**src/looper_pkg.sv**
```systemverilog
`default_nettype none

package looper_pkg;

	// ==========================================================
	// Widths
	// ==========================================================

	// Warp offsets, range extents and tensor boundaries
	localparam int WBW = 8;

	// Lane addresses, linear base and row stride
	localparam int ABW = 16;

	// ==========================================================
	// Vector shape
	// ==========================================================

	// Lanes per output vector
	// One warp covers VSIZE consecutive columns
	localparam int VSIZE = 4;

	// ==========================================================
	// Producer FSM
	// ==========================================================

	// ST_IDLE waits for a command, ST_RUN walks the warp range
	typedef enum logic {
		ST_IDLE = 1'b0,
		ST_RUN  = 1'b1
	} stepper_state_e;

endpackage

`default_nettype wire

```
**src/accum_warp_looper.sv**
```systemverilog
`default_nettype none
`timescale 1ns/10ps

module accum_warp_looper #(
	parameter int FIFO_DEPTH = 4
) (
	input  logic                                         i_clk,
	input  logic                                         i_arst_n,
	// Command
	input  logic                                         i_cmd_rdy,
	output logic                                         o_cmd_ack,
	input  logic [looper_pkg::WBW-1:0]                   i_bofs_x,
	input  logic [looper_pkg::WBW-1:0]                   i_bofs_y,
	input  logic [looper_pkg::WBW-1:0]                   i_abeg_x,
	input  logic [looper_pkg::WBW-1:0]                   i_abeg_y,
	input  logic [looper_pkg::WBW-1:0]                   i_aend_x,
	input  logic [looper_pkg::WBW-1:0]                   i_aend_y,
	// Configuration, held while a command is in flight
	input  logic [looper_pkg::ABW-1:0]                   i_linear,
	input  logic [looper_pkg::ABW-1:0]                   i_row_stride,
	input  logic [looper_pkg::WBW-1:0]                   i_bound_x,
	input  logic [looper_pkg::WBW-1:0]                   i_bound_y,
	// Address vectors
	output logic                                         o_addr_rdy,
	input  logic                                         i_addr_ack,
	output logic [looper_pkg::VSIZE*looper_pkg::ABW-1:0] o_address,
	output logic [looper_pkg::VSIZE-1:0]                 o_valid,
	output logic                                         o_retire
);

	// Producer to FIFO
	logic                       push_rdy;
	logic                       push_ack;
	logic [looper_pkg::WBW-1:0] push_gy;
	logic [looper_pkg::WBW+1:0] push_gx;
	logic                       push_last;

	// FIFO to consumer
	logic                       pop_rdy;
	logic                       pop_ack;
	logic [looper_pkg::WBW-1:0] pop_gy;
	logic [looper_pkg::WBW+1:0] pop_gx;
	logic                       pop_last;

	// ==========================================================
	// Stages
	// ==========================================================

	offset_stepper u_stepper (
		.i_clk(i_clk), .i_arst_n(i_arst_n),
		.i_cmd_rdy(i_cmd_rdy), .o_cmd_ack(o_cmd_ack),
		.i_bofs_x(i_bofs_x), .i_bofs_y(i_bofs_y),
		.i_abeg_x(i_abeg_x), .i_abeg_y(i_abeg_y),
		.i_aend_x(i_aend_x), .i_aend_y(i_aend_y),
		.o_push_rdy(push_rdy), .i_push_ack(push_ack),
		.o_push_gy(push_gy), .o_push_gx(push_gx), .o_push_last(push_last)
	);

	stage_fifo #(.DEPTH(FIFO_DEPTH)) u_fifo (
		.i_clk(i_clk), .i_arst_n(i_arst_n),
		.i_push_rdy(push_rdy), .o_push_ack(push_ack),
		.i_push_gy(push_gy), .i_push_gx(push_gx), .i_push_last(push_last),
		.o_pop_rdy(pop_rdy), .i_pop_ack(pop_ack),
		.o_pop_gy(pop_gy), .o_pop_gx(pop_gx), .o_pop_last(pop_last)
	);

	address_vectorizer u_vectorizer (
		.i_clk(i_clk), .i_arst_n(i_arst_n),
		.i_pop_rdy(pop_rdy), .o_pop_ack(pop_ack),
		.i_gy(pop_gy), .i_gx(pop_gx), .i_last(pop_last),
		.i_linear(i_linear), .i_row_stride(i_row_stride),
		.i_bound_x(i_bound_x), .i_bound_y(i_bound_y),
		.o_addr_rdy(o_addr_rdy), .i_addr_ack(i_addr_ack),
		.o_address(o_address), .o_valid(o_valid), .o_retire(o_retire)
	);

endmodule

`default_nettype wire

```
**src/address_vectorizer.sv**
```systemverilog
`default_nettype none
`timescale 1ns/10ps

module address_vectorizer (
	input  logic                                         i_clk,
	input  logic                                         i_arst_n,
	input  logic                                         i_pop_rdy,
	output logic                                         o_pop_ack,
	input  logic [looper_pkg::WBW-1:0]                   i_gy,
	input  logic [looper_pkg::WBW+1:0]                   i_gx,
	input  logic                                         i_last,
	input  logic [looper_pkg::ABW-1:0]                   i_linear,
	input  logic [looper_pkg::ABW-1:0]                   i_row_stride,
	input  logic [looper_pkg::WBW-1:0]                   i_bound_x,
	input  logic [looper_pkg::WBW-1:0]                   i_bound_y,
	output logic                                         o_addr_rdy,
	input  logic                                         i_addr_ack,
	output logic [looper_pkg::VSIZE*looper_pkg::ABW-1:0] o_address,
	output logic [looper_pkg::VSIZE-1:0]                 o_valid,
	output logic                                         o_retire
);

	localparam int AW = looper_pkg::ABW;
	localparam int XW = looper_pkg::WBW + 2;
	localparam int VS = looper_pkg::VSIZE;

	logic [AW-1:0]    row_base;
	logic [AW-1:0]    col_base;
	logic [XW-1:0]    lane_x [VS];
	logic [VS*AW-1:0] lane_addr;
	logic [VS-1:0]    lane_valid;
	logic             row_in;
	logic             load;

	// ==========================================================
	// Lane expansion
	// ==========================================================

	// Row base by multiply-add, wraps at ABW bits
	assign row_base = i_linear + AW'(i_gy) * i_row_stride;
	assign col_base = row_base + AW'(i_gx);
	assign row_in   = (i_gy < i_bound_y);

	always_comb begin
		for (int k = 0; k < VS; k++) begin
			lane_x[k]               = i_gx + XW'(k);
			lane_addr[k*AW +: AW]   = col_base + AW'(k);
			// Column check at WBW+2 bits, no wrap for the offsets in use
			lane_valid[k]           = row_in && (lane_x[k] < XW'(i_bound_x));
		end
	end

	// ==========================================================
	// Output register
	// ==========================================================

	// Pop when empty or when the held vector leaves this cycle
	assign o_pop_ack = i_pop_rdy && (!o_addr_rdy || i_addr_ack);
	assign load      = o_pop_ack;

	always_ff @(posedge i_clk or negedge i_arst_n) begin
		if (!i_arst_n) begin
			o_addr_rdy <= 1'b0;
			o_retire   <= 1'b0;
		end else if (load) begin
			o_addr_rdy <= 1'b1;
			o_retire   <= i_last;
		end else if (i_addr_ack) begin
			o_addr_rdy <= 1'b0;
		end
	end

	always_ff @(posedge i_clk) begin
		if (load) begin
			o_address <= lane_addr;
			o_valid   <= lane_valid;
		end
	end

	a_hold_stable: assert property (
		@(posedge i_clk) disable iff (!i_arst_n)
		(o_addr_rdy && !i_addr_ack) |=>
			(o_addr_rdy && $stable(o_address) && $stable(o_valid) && $stable(o_retire))
	) else $error("address_vectorizer: output changed while waiting for ack");

endmodule

`default_nettype wire

```
**src/offset_stepper.sv**
```systemverilog
`default_nettype none
`timescale 1ns/10ps

module offset_stepper (
	input  logic                       i_clk,
	input  logic                       i_arst_n,
	input  logic                       i_cmd_rdy,
	output logic                       o_cmd_ack,
	input  logic [looper_pkg::WBW-1:0] i_bofs_x,
	input  logic [looper_pkg::WBW-1:0] i_bofs_y,
	input  logic [looper_pkg::WBW-1:0] i_abeg_x,
	input  logic [looper_pkg::WBW-1:0] i_abeg_y,
	input  logic [looper_pkg::WBW-1:0] i_aend_x,
	input  logic [looper_pkg::WBW-1:0] i_aend_y,
	output logic                       o_push_rdy,
	input  logic                       i_push_ack,
	output logic [looper_pkg::WBW-1:0] o_push_gy,
	output logic [looper_pkg::WBW+1:0] o_push_gx,
	output logic                       o_push_last
);

	localparam int XW = looper_pkg::WBW + 2;

	looper_pkg::stepper_state_e state;

	// Latched command, abeg_y is only needed at the start
	logic [looper_pkg::WBW-1:0] bofs_x_r;
	logic [looper_pkg::WBW-1:0] bofs_y_r;
	logic [looper_pkg::WBW-1:0] abeg_x_r;
	logic [looper_pkg::WBW-1:0] aend_x_r;
	logic [looper_pkg::WBW-1:0] aend_y_r;

	// Warp offset counters
	logic [looper_pkg::WBW-1:0] ax;
	logic [looper_pkg::WBW-1:0] ay;

	logic [looper_pkg::WBW-1:0] ax_last;
	logic [looper_pkg::WBW-1:0] ay_last;
	logic                       cmd_empty;
	logic                       push_fire;
	logic                       row_end;

	// ==========================================================
	// Handshakes and item fields
	// ==========================================================

	// Empty range is acked and skipped
	assign cmd_empty = (i_aend_x <= i_abeg_x) || (i_aend_y <= i_abeg_y);
	assign o_cmd_ack = i_cmd_rdy && (state == looper_pkg::ST_IDLE);

	assign ax_last = aend_x_r - 1'b1;
	assign ay_last = aend_y_r - 1'b1;
	assign row_end = (ax == ax_last);

	assign o_push_rdy = (state == looper_pkg::ST_RUN);
	assign push_fire  = o_push_rdy && i_push_ack;

	assign o_push_last = row_end && (ay == ay_last);
	assign o_push_gy   = bofs_y_r + ay;
	// Each warp spans VSIZE columns
	assign o_push_gx   = XW'(bofs_x_r) + XW'(ax) * XW'(looper_pkg::VSIZE);

	// ==========================================================
	// FSM and counters
	// ==========================================================

	always_ff @(posedge i_clk or negedge i_arst_n) begin
		if (!i_arst_n) begin
			state <= looper_pkg::ST_IDLE;
			ax    <= '0;
			ay    <= '0;
		end else begin
			case (state)
				looper_pkg::ST_IDLE: begin
					if (o_cmd_ack && !cmd_empty) begin
						state <= looper_pkg::ST_RUN;
						ax    <= i_abeg_x;
						ay    <= i_abeg_y;
					end
				end
				looper_pkg::ST_RUN: begin
					if (push_fire) begin
						if (o_push_last) begin
							state <= looper_pkg::ST_IDLE;
						end else if (row_end) begin
							ax <= abeg_x_r;
							ay <= ay + 1'b1;
						end else begin
							ax <= ax + 1'b1;
						end
					end
				end
				default: state <= looper_pkg::ST_IDLE;
			endcase
		end
	end

	// Command latch
	always_ff @(posedge i_clk) begin
		if (o_cmd_ack) begin
			bofs_x_r <= i_bofs_x;
			bofs_y_r <= i_bofs_y;
			abeg_x_r <= i_abeg_x;
			aend_x_r <= i_aend_x;
			aend_y_r <= i_aend_y;
		end
	end

	a_ax_in_range: assert property (
		@(posedge i_clk) disable iff (!i_arst_n)
		(state == looper_pkg::ST_RUN) |-> (ax < aend_x_r)
	) else $error("offset_stepper: ax %0h not below aend_x %0h", ax, aend_x_r);

endmodule

`default_nettype wire

```
**src/stage_fifo.sv**
```systemverilog
`default_nettype none
`timescale 1ns/10ps

module stage_fifo #(
	parameter int DEPTH = 4
) (
	input  logic                       i_clk,
	input  logic                       i_arst_n,
	input  logic                       i_push_rdy,
	output logic                       o_push_ack,
	input  logic [looper_pkg::WBW-1:0] i_push_gy,
	input  logic [looper_pkg::WBW+1:0] i_push_gx,
	input  logic                       i_push_last,
	output logic                       o_pop_rdy,
	input  logic                       i_pop_ack,
	output logic [looper_pkg::WBW-1:0] o_pop_gy,
	output logic [looper_pkg::WBW+1:0] o_pop_gx,
	output logic                       o_pop_last
);

	localparam int XW    = looper_pkg::WBW + 2;
	localparam int PTR_W = $clog2(DEPTH);
	localparam int CNT_W = $clog2(DEPTH + 1);

	// Item storage
	logic [looper_pkg::WBW-1:0] mem_gy [DEPTH];
	logic [XW-1:0]              mem_gx [DEPTH];
	logic [DEPTH-1:0]           mem_last;

	logic [PTR_W-1:0] wr_ptr;
	logic [PTR_W-1:0] rd_ptr;
	logic [CNT_W-1:0] count;
	logic             push;
	logic             pop;

	// ==========================================================
	// Handshakes
	// ==========================================================

	assign o_push_ack = (count != CNT_W'(DEPTH));
	assign o_pop_rdy  = (count != '0);
	assign push       = i_push_rdy && o_push_ack;
	assign pop        = o_pop_rdy && i_pop_ack;

	// Head of the queue is always presented
	assign o_pop_gy   = mem_gy[rd_ptr];
	assign o_pop_gx   = mem_gx[rd_ptr];
	assign o_pop_last = mem_last[rd_ptr];

	// ==========================================================
	// Storage and pointers
	// ==========================================================

	always_ff @(posedge i_clk) begin
		if (push) begin
			mem_gy[wr_ptr]   <= i_push_gy;
			mem_gx[wr_ptr]   <= i_push_gx;
			mem_last[wr_ptr] <= i_push_last;
		end
	end

	// Pointers wrap at DEPTH, which need not be a power of two
	always_ff @(posedge i_clk or negedge i_arst_n) begin
		if (!i_arst_n) begin
			wr_ptr <= '0;
			rd_ptr <= '0;
			count  <= '0;
		end else begin
			if (push) begin
				wr_ptr <= (wr_ptr == PTR_W'(DEPTH - 1)) ? '0 : wr_ptr + 1'b1;
			end
			if (pop) begin
				rd_ptr <= (rd_ptr == PTR_W'(DEPTH - 1)) ? '0 : rd_ptr + 1'b1;
			end
			case ({push, pop})
				2'b10:   count <= count + 1'b1;
				2'b01:   count <= count - 1'b1;
				default: count <= count;
			endcase
		end
	end

	a_count_bound: assert property (
		@(posedge i_clk) disable iff (!i_arst_n)
		count <= CNT_W'(DEPTH)
	) else $error("stage_fifo: count %0d above depth %0d", count, DEPTH);

endmodule

`default_nettype wire

```
**config.mk**
```make
export PLATFORM = sky130hd
export DESIGN_NAME = accum_warp_looper
export DESIGN_NICKNAME = d
export VERILOG_FILES = /design/src/looper_pkg.sv /design/src/accum_warp_looper.sv /design/src/address_vectorizer.sv /design/src/offset_stepper.sv /design/src/stage_fifo.sv
export SDC_FILE = /design/constraint.sdc
export NUM_CORES = 1
export LEC_CHECK = 0
export BUFFER_PORTS_ARGS = -buffer_cell sky130_fd_sc_hd__buf_2
export CORE_MARGIN = 4
export CORE_UTILIZATION = 50
export DETAILED_ROUTE_END_ITERATION = 8
export PLACE_DENSITY = 0.68
export SLEW_MARGIN = 30
export SYNTH_ARGS = -nofsm -noshare
export SYNTH_HDL_FRONTEND = slang
export SYNTH_SLANG_ARGS = --single-unit
```
**constraint.sdc**
```tcl
create_clock -name i_clk -period 21.7 [get_ports i_clk]
set_input_delay 3.255 -clock i_clk [delete_from_list [all_inputs] [get_ports i_clk]]
set_output_delay 3.255 -clock i_clk [all_outputs]
set_load 0.02 [all_outputs]
```
=== Word level (Yosys, flattened, before mapping) ===
Memory sizes are Yosys's and may differ from the RTL's.
Index checks and enable logic that the tools add are counted.

* Output and inout bits: 71
* Memories kept: 2
* Bits in registers: 138
* Bits in writable memories: 72
* Logic and storage cells: 105
* Bits of input ports: 100

* Equal/unequal tests: 11
* Reductions and logical operators: 20
* Add/sub/neg operators: 18
* Muxes and demuxes: 26
* Multipliers: 1
* Magnitude comparators: 10
* Bitwise gates (word level): 1

{| class="wikitable"
|+ Memory list
! memory !! depth !! width !! read ports !! clocked after Yosys merged registers in !! wr ports !! RTL line !! RTL
|-
| u_fifo.mem_gx || 4 || 10 || 1 || 0 || 1 || stage_fifo.sv:27 || <nowiki>logic [XW-1:0] mem_gx [DEPTH];</nowiki>
|-
| u_fifo.mem_gy || 4 || 8 || 1 || 0 || 1 || stage_fifo.sv:26 || <nowiki>logic [looper_pkg::WBW-1:0] mem_gy [DEPTH];</nowiki>
|}

{| class="wikitable"
|+ Operator list
! kind !! number
|-
| $mux 8 || 8
|-
| $lt 10x8->1 || 4
|-
| $add 16x2->16 const B || 2
|-
| $pmux 8 s2 || 2
|-
| $add 10x2->10 const B || 2
|-
| $add 16x1->16 const B || 1
|-
| $add 16x10->16 || 1
|-
| $add 16x16->16 || 1
|-
| $add 8x1->8 const B || 2
|-
| $eq 8x8->1 || 2
|-
| $le 8x8->1 || 2
|-
| $mul 8x16->16 || 1
|-
| $sub 8x1->8 const B || 2
|-
| $logic_and 1x1->1 || 11
|-
| $add 10x1->10 const B || 1
|-
| $add 8x10->10 || 1
|-
| $mux 1 || 9
|-
| $add 8x8->8 || 1
|-
| $lt 8x8->1 || 1
|-
| $eq 2x2->1 const B || 3
|-
| $lt 2x3->1 const B || 2
|-
| $ne 2x2->1 const B || 3
|-
| $pmux 3 s2 || 1
|-
| $add 2x1->2 const B || 2
|-
| other kinds (18) || 22
|}

=== Longest topological paths before layout ===
* Depth in word-level cells: 6
* Mapped depth: 27
* Gate-level depth less buffers: 22

=== Cells and area by module ===
A second synthesis with hierarchy kept.

* Cells, all modules: 1,270
* Area total of the unflattened synthesis: 14,686.6 um^2

{| class="wikitable"
|+ By module, submodules not included
! module !! cells each !! area each (um^2) !! instances !! sequential area each (um^2)
|-
| address_vectorizer || 750 || 7,546.0 || 1 || 2,031.9
|-
| offset_stepper || 381 || 3,955.0 || 1 || 1,626.6
|-
| stage_fifo || 139 || 3,185.6 || 1 || 2,457.4
|}

=== Worst setup path before layout ===
No wires, ideal clock.

* Kind: input port to output port
* Start: in i_cmd_rdy
* End: out o_cmd_ack
* Required time: 18.445 ns
* Path buffers: 0
* Arrival: 5.316 ns
* Stages: 1
* Path slack: 13.129 ns
* Path through: nor2b_1

* Longest elaborated chain between the ends: 1

{| class="wikitable"
|+ RTL lines
! item !! RTL line !! RTL
|-
| from (decl) || accum_warp_looper.sv:10 || <nowiki>input logic i_cmd_rdy,</nowiki>
|-
| $logic_and 1x1->1 || offset_stepper.sv:49 || <nowiki>assign o_cmd_ack = i_cmd_rdy && (state == looper_pkg::ST_IDLE);</nowiki>
|-
| to (decl) || accum_warp_looper.sv:11 || <nowiki>output logic o_cmd_ack,</nowiki>
|}

No other way between the ends.

=== Worst setup path in the final report ===
* Start: in i_row_stride[5] (netlist name)
* End: reg u_vectorizer.o_address[31] (netlist name) (data pin)

* Longest elaborated chain between the ends: 4

{| class="wikitable"
|+ RTL lines
! item !! RTL line !! RTL
|-
| from (decl) || accum_warp_looper.sv:20 || <nowiki>input logic [looper_pkg::ABW-1:0] i_row_stride,</nowiki>
|-
| $mul 8x16->16 || address_vectorizer.sv:40 || <nowiki>assign row_base = i_linear + AW'(i_gy) * i_row_stride;</nowiki>
|-
| $add 16x16->16 || address_vectorizer.sv:40 ||
|-
| $add 16x10->16 || address_vectorizer.sv:41 || <nowiki>assign col_base = row_base + AW'(i_gx);</nowiki>
|-
| via u_vectorizer.col_base[9] || address_vectorizer.sv:28 || <nowiki>logic [AW-1:0] col_base;</nowiki>
|-
| $add 16x1->16 || address_vectorizer.sv:47 || <nowiki>lane_addr[k*AW +: AW] = col_base + AW'(k);</nowiki>
|-
| via u_vectorizer.lane_addr[31] || address_vectorizer.sv:30 || <nowiki>logic [VS*AW-1:0] lane_addr;</nowiki>
|-
| to (signal assigned) || address_vectorizer.sv:75 || <nowiki>o_address <= lane_addr;</nowiki>
|-
| to (decl) || address_vectorizer.sv:18 || <nowiki>output logic [looper_pkg::VSIZE*looper_pkg::ABW-1:0] o_address,</nowiki>
|}

The timed path passes the listed nets, and every way through them passes these cells.
A chain may end at the register's enable or synchronous reset.

==> results.sh <==
export IMPL_first_iter_violations=562
export IMPL_slew_headroom=0.383
export IMPL_cts_clk_slew_worst_paths_ns=0.07
export IMPL_grt_pass1_wl_um=49100
export IMPL_die_height_um=179
export IMPL_synth_seq_cells=208
export IMPL_num_vias=9434
export IMPL_critPathLaunchType="input port"
export IMPL_syn_area_per_cell_um2=11.8
export IMPL_dp_hpwl_um=23800
export IMPL_critPathRequiredTime_ns=21.96
export IMPL_wl_met2_um=15300
export IMPL_critPathKind="in -> reg"
export IMPL_grt_max_degree=71
export IMPL_route_detailed_drc=0
export IMPL_multi_input_area_um2=7710
export IMPL_period_share=0.390
export IMPL_slowest_delay_ns=0.53
export IMPL_num_antenna_cells=0
export IMPL_cts_tree="done"
export IMPL_finalNetCount=1714
export IMPL_finalSetupTns_ns=0
export IMPL_postCtsHoldBufs=0
export IMPL_synth_ff_type="edfxtp_1"
export IMPL_gp_congestion=0.879
export IMPL_grt_use_total=0.192
export IMPL_antenna_found_initial=1
export IMPL_worst_pin_slew_ns=0.926
export IMPL_fillers=2366
export IMPL_grt_pass1_vias=9776
export IMPL_arrival_ns=8.73
export IMPL_core_area_um2=28800
export IMPL_cts_resized=0
export IMPL_vias_per_cell=5.20
export IMPL_synthCells=1239
export IMPL_skew_ns=0.0267
export IMPL_reg_top3="u_vectorizer.o_address (62), u_fifo.mem_gx (40), u_fifo.mem_gy (32)"
export IMPL_synth_edff_count=182
export IMPL_yosysSeqAreaShare=0.419
export IMPL_wl_met1_um=12400
export IMPL_top_layer="met5"
export IMPL_rsz0062_at_grt="no"
export IMPL_max_cap_violations=0
export IMPL_path_cells="buf_2 > nand2_1 > fa_1 > inv_1 > fa_1 > inv_1 > fa_1 > inv_1 > fa_1 > inv_1 > fa_1 > inv_1 > ha_1 > o2111ai_1 > a31oi_2 > xor2_2 > nand4_1 > nor4_1 > nand3_1 > xnor2_1"
export IMPL_clk_path_buf_depth=3
export IMPL_detail_route_antenna_nets=0
export IMPL_initial_core_util=0.508
export IMPL_syn2layout_area_growth_pct=13.6
export IMPL_root_buffer="clkbuf_16"
export IMPL_postCtsSetupBuffers=0
export IMPL_largest_register="u_vectorizer.o_address"
export IMPL_largest_reg_flops=62
export IMPL_die_w_um=179
export IMPL_outcome="finished, final reports clean"
export IMPL_io_pins=171
export IMPL_dr_pass1_iters=5
export IMPL_max_freq_mhz=118
export IMPL_final_hold_violation_count=0
export IMPL_post_drt_wl_per_cell_um=16.5
export IMPL_die_area_um2=32000
export IMPL_drive_above_1_share=0.185
export IMPL_cts_sinks=208
export IMPL_yosys_warnings=0
export IMPL_h_tree_depth=1
export IMPL_syn_area_um2=14600
export IMPL_fin_crit_ns=8.47
export IMPL_cp_max_fo=9
export IMPL_cp_end_kind="flip-flop"
export IMPL_wl_met3_um=1700
export IMPL_synthArstFlopShare=0.125
export IMPL_synth_cell_types=81
export IMPL_cts_buffers=22
export IMPL_insertion_delay_ns=0.53
export IMPL_routed_wl_um=29900
export IMPL_gr_total_overflow=0
export IMPL_io_buffers=170
export IMPL_regArea_um2=6120
export IMPL_drv_slew=0
export IMPL_hold_path_class="reg -> reg"
export IMPL_syn_nets=1540
export IMPL_fp_row_count=62
export IMPL_setup_viol=0
export IMPL_cpMaxStageDelayCell="fa_1"
-- Yosys cell counts (all sizes together) (3+ instances only) --
master | instances | area [um^2]
a2111oi | 3 | 26.3
a21o | 25 | 188
a21oi | 46 | 245
a31oi | 3 | 25.0
and2 | 55 | 344
and3 | 12 | 75.1
and3b | 4 | 35.0
buf | 18 | 119
clkbuf | 11 | 42.5
dfrtp | 26 | 651
edfxtp | 182 | 5470
fa | 84 | 1680
ha | 117 | 1460
inv | 170 | 638
mux2 | 13 | 154
mux2i | 17 | 170
mux4 | 18 | 405
nand2 | 79 | 299
nand2b | 3 | 18.8
nand3 | 30 | 160
nand4 | 11 | 68.8
nor2 | 49 | 191
nor2b | 25 | 156
nor3 | 18 | 95.1
nor3b | 3 | 22.5
nor4 | 8 | 62.6
o211ai | 3 | 22.5
o21a | 8 | 60.1
o21ai | 16 | 80.1
o21bai | 5 | 37.5
o221a | 3 | 33.8
o22ai | 3 | 18.8
or3 | 5 | 31.3
xnor2 | 109 | 970
xor2 | 25 | 241
-- worst paths after layout --
kind	startpoint	end	slack, ns	depth (start not counted)
hold reg to reg	u_stepper.bofs_x_r[0]	u_fifo.mem_gx[2][0]	0.51	0
min in group asynchronous	i_arst_n	u_fifo.count[1]	2.74	1
setup reg to reg	u_fifo.rd_ptr[0]	u_vectorizer.o_address[62]	14.30	20
max in group asynchronous	i_arst_n	u_stepper.ax[2]	18.55	1
hold / removal	u_stepper.bofs_x_r[0]	u_fifo.mem_gx[2][0]	0.51	0
setup / recovery	i_row_stride[5]	u_vectorizer.o_address[31]	13.23	20
-- kinds of logic (layout without fill, tap and decap cells) --
group	count (synthesis)	count (layout)	share of synthesized area
adders and majority gates	201	201	0.215
muxes	48	48	0.0499
buffers and inverters	200	390	0.0550
and+or+nand+nor	310	310	0.111
DFF	208	208	0.419
xor gates and xnor gates	134	134	0.0829
AOI/OAI and AO/OA	138	138	0.0671
-- per-stage QoR --
stage	instance area, um^2	util	cells	worst slack (ns)	hold slack, ns
6_report	16600	0.577	1813	13.23	0.511
5_1_grt	16600	0.577	1813	12.89	0.538
4_1_cts	16600	0.576	1812	13.27	0.514
3_5_place_dp	15900	0.551	1772	12.72	0.504
3_3_place_gp	15800	0.550	1770	12.85	0.490
2_1_floorplan	14600	-	1239	13.13	0.459
-- layout make-up --
class                   count  area share
clock buffers              25      0.0339
clock inverters            15     0.00920
inverters                 171      0.0387
multi-input cells         831       0.465
flip-flops and latches    208       0.369
well taps                 384      0.0290
repair buffers            179      0.0560
-- critical path: cells and delay by family --
family	cells	cell delay, ns
xor+xnor	2	0.48
compound gates	2	0.63
fa+ha+maj	6	3.01
buf+inv	6	0.40
simple gates	4	0.94
-- cell usage in the layout (no fill, tap or decap), types with 4 or more instances in the layout --
| cell type | n |
|---|---|
| nand2_1 | 78 |
| mux2_2 | 5 |
| a21o_1 | 25 |
| nor2_1 | 48 |
| a21oi_1 | 43 |
| and2_1 | 53 |
| mux2_1 | 6 |
| and3_1 | 12 |
| nand3_1 | 28 |
| mux2i_1 | 17 |
| or3_1 | 5 |
| nor2b_1 | 24 |
| o21a_1 | 8 |
| and3b_1 | 4 |
| fa_1 | 84 |
| o21ai_0 | 15 |
| xnor2_1 | 107 |
| clkinv_4 | 5 |
| nor4_1 | 6 |
| dfrtp_1 | 26 |
| xor2_1 | 22 |
| nor3_1 | 17 |
| nand4_1 | 11 |
| mux4_2 | 18 |
| o21bai_1 | 5 |
| buf_4 | 6 |
| edfxtp_1 | 182 |
| inv_1 | 169 |
| clkbuf_16 | 22 |
| buf_2 | 170 |
| ha_1 | 117 |
-- metal layers --
layer  track usage  vias up
li1              -     4586
met1         0.246     4564
met2         0.345      246
met3        0.0293       36
met4        0.0397        2
met5             0        -
Power is left out: the tool's default activity adds up to more than one toggle a clock period on the data nets, which glitch-free logic cannot reach.
